### config.mk
export PLATFORM = sky130hd
export DESIGN_NAME = renameTop
export DESIGN_NICKNAME = d
export VERILOG_FILES = /design/src/logic/renamePkg.sv /design/src/logic/uopPkg.sv /design/src/logic/renameCore.sv /design/src/logic/renameTable.sv /design/src/logic/renameTop.sv /design/src/logic/tagBuffer.sv /design/src/logic/uopReceiver.sv /design/src/logic/uopSender.sv
export VERILOG_INCLUDE_DIRS = /design/src /design/src/logic
export SDC_FILE = /design/constraint.sdc
export NUM_CORES = 1
export LEC_CHECK = 0
export ABC_AREA = 1
export CAP_MARGIN = 20
export CORE_MARGIN = 3
export CORE_UTILIZATION = 45
export DETAILED_ROUTE_END_ITERATION = 10
export DONT_BUFFER_PORTS = 1
export SLEW_MARGIN = 20
export SYNTH_ARGS = -nofsm -noshare
export SYNTH_HDL_FRONTEND = slang
export SYNTH_HIERARCHICAL = 1
export SYNTH_SLANG_ARGS = --single-unit
### constraint.sdc
create_clock -name clk -period 4.2 [get_ports clk]
set_clock_uncertainty 0.1 [all_clocks]
set_input_delay 0.21 -clock clk [delete_from_list [all_inputs] [get_ports clk]]
set_output_delay 0.21 -clock clk [all_outputs]
set_load 0.05 [all_outputs]
### src/logic/rename_cfg.svh
`ifndef RENAME_CFG_SVH
`define RENAME_CFG_SVH

// Architectural register file
`define NUM_ARCH_REGS 16
`define ARCH_W 4

// Physical register file
`define NUM_TAGS 32
`define TAG_W 5

// Sequence number width
`define SQN_W 8

// Immediate carried by each micro-op
`define IMM_W 16

`endif

### src/logic/renamePkg.sv
`include "rename_cfg.svh"

package renamePkg;

    // Physical tag with a flag bit on top
    // Flagged tags carry a load-immediate value in the low bits
    typedef logic [`TAG_W:0] Tag;

    // Register 0 never names a physical register
    localparam Tag TAG_ZERO = {1'b1, {`TAG_W{1'b0}}};

    typedef logic [`SQN_W-1:0] SqN;

    // Writeback pulse from the back end
    typedef struct packed {
        logic valid;
        Tag   tag;
    } WbPort;

    // Shared by both four-phase link sides
    typedef enum logic [1:0] {
        IDLE,
        BUSY,
        WAIT_LOW
    } LinkState;

endpackage

### src/logic/uopPkg.sv
`include "rename_cfg.svh"

package uopPkg;

    typedef enum logic [1:0] {
        FU_INT,
        FU_LI,
        FU_MEM,
        FU_BRANCH
    } FuType;

    // Micro-op as it comes out of decode
    typedef struct packed {
        logic [`ARCH_W-1:0] rs1;
        logic [`ARCH_W-1:0] rs2;
        logic [`ARCH_W-1:0] rd;
        logic [`IMM_W-1:0]  imm;
        FuType              fu;
    } DecUop;

    // Micro-op after renaming
    typedef struct packed {
        renamePkg::Tag      tagA;
        logic               availA;
        renamePkg::Tag      tagB;
        logic               availB;
        renamePkg::Tag      tagDst;
        renamePkg::Tag      prevTag;
        logic [`ARCH_W-1:0] rd;
        renamePkg::SqN      sqN;
        logic [`IMM_W-1:0]  imm;
        FuType              fu;
    } RenUop;

    // In-order commit pulse
    typedef struct packed {
        logic               valid;
        logic [`ARCH_W-1:0] rd;
        renamePkg::Tag      tagDst;
    } CommitUop;

endpackage

### src/logic/renameCore.sv
`timescale 1ns/1ns

`include "rename_cfg.svh"

module renameCore (
    input  logic             clk,
    input  logic             rst,
    input  logic             bufValid,
    input  uopPkg::DecUop    bufUop,
    output logic             take,
    input  logic             senderFree,
    output logic             issueValid,
    output uopPkg::RenUop    issueUop,
    input  renamePkg::WbPort wbIn,
    input  uopPkg::CommitUop commitIn
);

    renamePkg::Tag     tagA;
    renamePkg::Tag     tagB;
    logic              availA;
    logic              availB;
    renamePkg::Tag     prevTag;
    renamePkg::Tag     commitPrevTag;
    renamePkg::Tag     newTag;
    logic [`TAG_W-1:0] freeTag;
    logic              freeAvail;
    logic              isLi;
    logic              needTag;
    renamePkg::SqN     sqCount;

    assign isLi = (bufUop.fu == uopPkg::FU_LI);
    // Writes to register 0 and load-immediates are eliminated here
    assign needTag = (bufUop.rd != '0) && !isLi;
    // Stall while a tag is needed and none is free
    assign take = bufValid && senderFree && (!needTag || freeAvail);

    always_comb begin
        if (needTag)
            newTag = {1'b0, freeTag};
        else if (isLi)
            newTag = {1'b1, bufUop.imm[`TAG_W-1:0]};
        else
            newTag = renamePkg::TAG_ZERO;
    end

    renameTable table0 (
        .clk(clk),
        .rst(rst),
        .lookupA(bufUop.rs1),
        .lookupB(bufUop.rs2),
        .tagA(tagA),
        .tagB(tagB),
        .availA(availA),
        .availB(availB),
        .issueValid(take),
        .issueRd(bufUop.rd),
        .issueTag(newTag),
        .issueAvail(isLi),
        .prevTag(prevTag),
        .wbIn(wbIn),
        .commitIn(commitIn),
        .commitPrevTag(commitPrevTag)
    );

    // Freed tags return unless they were special values
    tagBuffer freeList0 (
        .clk(clk),
        .rst(rst),
        .pop(take && needTag),
        .freeTag(freeTag),
        .freeAvail(freeAvail),
        .push(commitIn.valid && commitIn.rd != '0 && !commitPrevTag[`TAG_W]),
        .pushTag(commitPrevTag[`TAG_W-1:0])
    );

    always_ff @(posedge clk) begin
        if (rst) begin
            issueValid <= 1'b0;
            sqCount <= '0;
        end else begin
            issueValid <= take;
            if (take)
                sqCount <= sqCount + 1'b1;
        end
    end

    always_ff @(posedge clk) begin
        if (take) begin
            issueUop <= uopPkg::RenUop'{
                tagA:    tagA,
                availA:  availA,
                tagB:    tagB,
                availB:  availB,
                tagDst:  newTag,
                prevTag: prevTag,
                rd:      bufUop.rd,
                sqN:     sqCount,
                imm:     bufUop.imm,
                fu:      bufUop.fu
            };
        end
    end

endmodule

### src/logic/renameTable.sv
`timescale 1ns/1ns

`include "rename_cfg.svh"

module renameTable (
    input  logic                 clk,
    input  logic                 rst,
    input  logic [`ARCH_W-1:0]   lookupA,
    input  logic [`ARCH_W-1:0]   lookupB,
    output renamePkg::Tag        tagA,
    output renamePkg::Tag        tagB,
    output logic                 availA,
    output logic                 availB,
    input  logic                 issueValid,
    input  logic [`ARCH_W-1:0]   issueRd,
    input  renamePkg::Tag        issueTag,
    input  logic                 issueAvail,
    output renamePkg::Tag        prevTag,
    input  renamePkg::WbPort     wbIn,
    input  uopPkg::CommitUop     commitIn,
    output renamePkg::Tag        commitPrevTag
);

    // Speculative mapping with ready bits
    renamePkg::Tag specTag [`NUM_ARCH_REGS];
    logic          specReady [`NUM_ARCH_REGS];

    // Committed mapping
    renamePkg::Tag commTag [`NUM_ARCH_REGS];

    // Register 0 is hardwired
    always_comb begin
        tagA = (lookupA == '0) ? renamePkg::TAG_ZERO : specTag[lookupA];
        availA = (lookupA == '0) ? 1'b1 : specReady[lookupA];
        tagB = (lookupB == '0) ? renamePkg::TAG_ZERO : specTag[lookupB];
        availB = (lookupB == '0) ? 1'b1 : specReady[lookupB];
        prevTag = (issueRd == '0) ? renamePkg::TAG_ZERO : specTag[issueRd];
        commitPrevTag = (commitIn.rd == '0) ? renamePkg::TAG_ZERO : commTag[commitIn.rd];
    end

    always_ff @(posedge clk) begin
        if (rst) begin
            for (int i = 0; i < `NUM_ARCH_REGS; i++) begin
                specTag[i] <= renamePkg::Tag'(i);
                specReady[i] <= 1'b1;
                commTag[i] <= renamePkg::Tag'(i);
            end
        end else begin
            // Flagged tags never wait for a result
            if (wbIn.valid && !wbIn.tag[`TAG_W]) begin
                for (int i = 1; i < `NUM_ARCH_REGS; i++) begin
                    if (specTag[i] == wbIn.tag)
                        specReady[i] <= 1'b1;
                end
            end

            // A new mapping overrides a writeback to the old one
            if (issueValid && issueRd != '0) begin
                specTag[issueRd] <= issueTag;
                specReady[issueRd] <= issueAvail;
            end

            if (commitIn.valid && commitIn.rd != '0)
                commTag[commitIn.rd] <= commitIn.tagDst;
        end
    end

endmodule

### src/logic/renameTop.sv
`timescale 1ns/1ns

module renameTop (
    input  logic             clk,
    input  logic             rst,
    input  logic             inReq,
    input  uopPkg::DecUop    inUop,
    output logic             inAck,
    output logic             outReq,
    output uopPkg::RenUop    outUop,
    input  logic             outAck,
    input  renamePkg::WbPort wbIn,
    input  uopPkg::CommitUop commitIn
);

    logic          bufValid;
    uopPkg::DecUop bufUop;
    logic          take;
    logic          senderFree;
    logic          issueValid;
    uopPkg::RenUop issueUop;

    uopReceiver receiver0 (
        .clk(clk),
        .rst(rst),
        .inReq(inReq),
        .inUop(inUop),
        .inAck(inAck),
        .take(take),
        .bufValid(bufValid),
        .bufUop(bufUop)
    );

    renameCore core0 (
        .clk(clk),
        .rst(rst),
        .bufValid(bufValid),
        .bufUop(bufUop),
        .take(take),
        .senderFree(senderFree),
        .issueValid(issueValid),
        .issueUop(issueUop),
        .wbIn(wbIn),
        .commitIn(commitIn)
    );

    uopSender sender0 (
        .clk(clk),
        .rst(rst),
        .issueValid(issueValid),
        .issueUop(issueUop),
        .senderFree(senderFree),
        .outReq(outReq),
        .outUop(outUop),
        .outAck(outAck)
    );

endmodule

### src/logic/tagBuffer.sv
`timescale 1ns/1ns

`include "rename_cfg.svh"

module tagBuffer (
    input  logic              clk,
    input  logic              rst,
    input  logic              pop,
    output logic [`TAG_W-1:0] freeTag,
    output logic              freeAvail,
    input  logic              push,
    input  logic [`TAG_W-1:0] pushTag
);

    // Entries hold the tag number without the flag bit
    localparam int ENTRY_W = $bits(renamePkg::Tag) - 1;
    // Every tag beyond the initial mappings starts out free
    localparam int DEPTH = `NUM_TAGS - `NUM_ARCH_REGS;
    localparam int PTR_W = $clog2(DEPTH);

    logic [ENTRY_W-1:0] mem [DEPTH];
    logic [PTR_W-1:0]   rdPtr;
    logic [PTR_W-1:0]   wrPtr;
    logic [PTR_W:0]     count;

    assign freeTag = mem[rdPtr];
    assign freeAvail = (count != '0);

    function automatic logic [PTR_W-1:0] nextPtr(input logic [PTR_W-1:0] ptr);
        nextPtr = (ptr == PTR_W'(DEPTH - 1)) ? '0 : ptr + 1'b1;
    endfunction

    always_ff @(posedge clk) begin
        if (rst) begin
            // Fill with the free tags in ascending order
            for (int i = 0; i < DEPTH; i++)
                mem[i] <= ENTRY_W'(`NUM_ARCH_REGS + i);
            rdPtr <= '0;
            wrPtr <= '0;
            count <= (PTR_W + 1)'(DEPTH);
        end else begin
            if (push) begin
                mem[wrPtr] <= pushTag;
                wrPtr <= nextPtr(wrPtr);
            end
            if (pop)
                rdPtr <= nextPtr(rdPtr);

            // Simultaneous push and pop leave the fill level alone
            if (push && !pop)
                count <= count + 1'b1;
            else if (pop && !push)
                count <= count - 1'b1;
        end
    end

endmodule

### src/logic/uopReceiver.sv
`timescale 1ns/1ns

module uopReceiver (
    input  logic          clk,
    input  logic          rst,
    input  logic          inReq,
    input  uopPkg::DecUop inUop,
    output logic          inAck,
    input  logic          take,
    output logic          bufValid,
    output uopPkg::DecUop bufUop
);

    renamePkg::LinkState state;

    // Ack stays high until the source drops its request
    assign inAck = (state == renamePkg::BUSY);

    always_ff @(posedge clk) begin
        if (rst) begin
            state <= renamePkg::IDLE;
            bufValid <= 1'b0;
        end else begin
            unique case (state)
                renamePkg::IDLE: begin
                    // Only accept a new op once the core has drained the buffer
                    if (inReq && !bufValid) begin
                        state <= renamePkg::BUSY;
                        bufValid <= 1'b1;
                    end
                end
                default: begin
                    if (!inReq)
                        state <= renamePkg::IDLE;
                end
            endcase
            if (take)
                bufValid <= 1'b0;
        end
    end

    always_ff @(posedge clk) begin
        if (state == renamePkg::IDLE && inReq && !bufValid)
            bufUop <= inUop;
    end

endmodule

### src/logic/uopSender.sv
`timescale 1ns/1ns

module uopSender (
    input  logic          clk,
    input  logic          rst,
    input  logic          issueValid,
    input  uopPkg::RenUop issueUop,
    output logic          senderFree,
    output logic          outReq,
    output uopPkg::RenUop outUop,
    input  logic          outAck
);

    renamePkg::LinkState state;

    assign outReq = (state == renamePkg::BUSY);
    // Not free in the cycle an op is arriving either
    assign senderFree = (state == renamePkg::IDLE) && !issueValid;

    always_ff @(posedge clk) begin
        if (rst) begin
            state <= renamePkg::IDLE;
        end else begin
            unique case (state)
                renamePkg::IDLE: begin
                    if (issueValid)
                        state <= renamePkg::BUSY;
                end
                renamePkg::BUSY: begin
                    if (outAck)
                        state <= renamePkg::WAIT_LOW;
                end
                default: begin
                    // Sink has to release its ack before the next op
                    if (!outAck)
                        state <= renamePkg::IDLE;
                end
            endcase
        end
    end

    always_ff @(posedge clk) begin
        if (state == renamePkg::IDLE && issueValid)
            outUop <= issueUop;
    end

endmodule

==> run metrics <==
routability cong.=approximately 0.93; NumNets Final=roughly 2,700; DP Wirelength=roughly 45,000 um; area delta synth->final=11.5%; port bufs=0; clk buf depth=3; vias in the first global route=17,800; RSZ-0062 raised after global routing=no; initial detailed-routing violation count=about 2,000; worst-case reg-to-reg path depth=11; Max Fclk=about 0.27 GHz; Root Buffer=clkbuf_16; power per cell area=437 mW/mm^2; post-route cell area=approximately 0.026 sq mm; CTS clk-pin slew, worst paths=approximately 0.060 ns; Hold Path Stages=2; post-synth top area share=0.541; first-pass GRT wire length=between 100,000 and 150,000 um; CTS tree=yes; via count=around 18,000; r2r endpoint=core0/table0/specTag[8][3]; die height=232 um; Slowest cell on crit path=edfxtp_1; TritonCTS buffer count=48; Final ANT Viol Nets=0; initial cell density of the core=0.457; Least-Margin Pin Slew=between 1 and 1.5 ns; kind of critical path=reg -> reg; crit path launch type=flop; pre-CTS WS=about 0.53 ns; largest net degree at the start of global routing=64; asr flop ratio synth=0; Critical Path AT=3.89 ns; LEAKAGE=around 11 nW; part of the cycle the worst path needs=0.887; fin crit period=between 3 and 4 ns; ranking of synthesized cells by area=edfxtp_1 54%, nand2_1 14%, nor2_1 6.0%; gr usage total=0.247; CP Max Fanout=17; outcome=finished clean; Syn. warnings=6; Crit path largest cell delay=0.61 ns; dominant cell type by area after synthesis=edfxtp_1; dominant synthesized flop cell=edfxtp_1; Synth Instances=roughly 2,600; full die area=approximately 0.054 sq mm; Worst R2R Start=receiver0/bufUop[19]; TritonRoute pass-1 iters=8; Cell Area, Synth=around 0.023 sq mm; CP cell instances=nor2_2, nand2_4, nand3_4, nand2_1, inv_2, inv_1, nor2_4, nand2_1, nor2_1, inv_1, nand2_1; share of layout cells above drive strength 1=0.0752; Final Hold Vio Count=0; wire per inst=slightly below 20 um; maxcap violations=0; flop-to-flop setup slack=between 0.4 and 0.5 ns; CTS sink count=between 400 and 500; Unique masters post-synth=41; CORE AREA=a little over 0.05 sq mm; total wire length=between 60,000 and 70,000 um; Hold Path End=core0/table0/commTag[14][1]; endpoint class of the critical path=flop; most used cell, CP=nand2_1; Clock Latency Late Sink=0.60 ns; die width=approximately 230 um; I/O pin count=110; Synth Area per Inst=around 8.7 sq um; Max rail drop VDD=0.380 mV; Final Worst Setup Slack=0.476 ns; sequential area share after synthesis=0.581; Vias/cell=~5.4; initial antenna violation count=3; drc violations=0; Area after DPL=0.0234 sq mm; #FFs+latches synth=roughly 460; Max Slew Vio Count=0; required time of the critical path=4.36 ns; Hold Startpoint=commitIn[1]; Max H-tree Level=2; Setup violations, final=0; # rows=82; setup_tns=0 ns; post_cts resized=0; grt ovf=0; number of flops mapped to enable cells by yosys=414; HP Class=in -> reg; Slew HR=0.263
logic make-up after synthesis:
logic type | after synthesis | synth area share
and+or+nand+nor | 1530 | 0.282
DFF | 459 | 0.581
buffers and inverters | 434 | 0.0778
AOI/OAI and AO/OA | 201 | 0.0493
adders and majority gates | 12 | 0.00686
xor gates and xnor gates | 10 | 0.00381
other | 1 | 0.000163
per-layer routing:
metal | share of wire | GRT usage | routed length (um)
met1 | 0.41 | 0.314 | 27300
met2 | 0.47 | 0.412 | 31700
met3 | 0.073 | 0.0423 | 4870
met4 | 0.046 | 0.118 | 3070
met5 | 0 | 0 | 0
state kept, by name, summed over array words and instances, names as in the netlist, 2 cells and up, named ones only:
| signal | flops |
|---|---|
| core0/freeList0/count | 5 |
| sender0/outUop | 56 |
| core0/freeList0/mem | 80 |
| core0/freeList0/wrPtr | 4 |
| core0/table0/specReady | 15 |
| core0/sqCount | 8 |
| sender0/state | 2 |
| core0/issueUop | 56 |
| receiver0/bufUop | 30 |
| core0/table0/commTag | 96 |
| core0/table0/specTag | 96 |
| core0/freeList0/rdPtr | 4 |
power by group:
| part | leakage [nW] | total (mW) | internal, mW | switching [mW] |
|---|---|---|---|---|
| Clock | 0.820 | 4.40 | 2.62 | 1.78 |
| Combinational | 5.61 | 1.32 | 0.327 | 0.990 |
| Sequential | 4.15 | 5.47 | 5.25 | 0.215 |
cells in the final DEF (no fill, tap or decap), types with 13 or more instances in the layout:
cell type      instances
nand2_1              828
edfxtp_1             414
nor2_1               368
inv_1                272
nand3_1              250
a21oi_1               68
o22ai_1               61
o21ai_0               57
dlygate4sd3_1         53
clkbuf_16             49
dfxtp_1               45
inv_2                 42
nor2_4                27
buf_4                 13
worst max path at each step:
stage	startpoint	endpoint	slack (ns)	cells after the start
after floorplan	receiver0/bufUop[21]	core0/freeList0/count[4]	1.01	13
after global placement	receiver0/bufUop[19]	core0/table0/specTag[8][3]	0.58	11
after detailed placement	receiver0/bufUop[19]	core0/table0/specTag[8][2]	0.53	11
after CTS	receiver0/bufUop[19]	core0/table0/specTag[8][3]	0.50	11
after global routing	receiver0/bufUop[19]	core0/table0/specTag[8][3]	0.26	11
final	receiver0/bufUop[19]	core0/table0/specTag[8][3]	0.48	11
metrics by stage:
step | cells | total power [mW] | hold slack [ns] | util
5_1_grt | 3373 | 11.6 | 0.0514 | 0.509
3_5_place_dp | 3227 | 6.79 | 0.209 | 0.465
3_3_place_gp | 3227 | 6.78 | 0.209 | 0.465
6_report | 3375 | 11.2 | 0.0470 | 0.509
4_1_cts | 3371 | 11.3 | 0.00815 | 0.509
2_1_floorplan | 2658 | 6.39 | 0.172 | -
critical path, delay by kind of cell, from the launching register on:
| family | cells | cell delay (ns) |
|---|---|---|
| DFF | 1 | 0.61 |
| and+or+nand+nor | 8 | 2.03 |
| buffers and inverters | 3 | 0.65 |
synth_stat cells (all sizes together) (3+ instances only):
| cell type | count |
|---|---|
| clkbuf | 43 |
| ha | 11 |
| buf | 73 |
| o221ai | 3 |
| a21oi | 74 |
| o211ai | 6 |
| o22ai | 61 |
| nor2 | 408 |
| inv | 315 |
| nor3 | 13 |
| nand3 | 254 |
| dfxtp | 45 |
| xor2 | 9 |
| clkinv | 3 |
| nand4 | 10 |
| edfxtp | 414 |
| o21ai | 57 |
| nand2 | 840 |
final cells by class:
type / instances / area [sq um]
Multi-Input combinational cell: 1765 / 7900
Timing Repair Buffer: 67 / 648
Sequential cell: 459 / 13300
Antenna cell: 4 / 10.0
Inverter: 318 / 1200
Tap cell: 672 / 841
Clock inverter: 20 / 249
Clock buffer: 70 / 1430
Fill cell: 4722 / 24700
what timing repair did:
item / 4_1_cts / 5_1_grt
setup buffers: 0 / 0
hold buffers: 54 / 0
endpoints found under the hold margin: 183 / 0
Power figures use the tool's default switching activity.
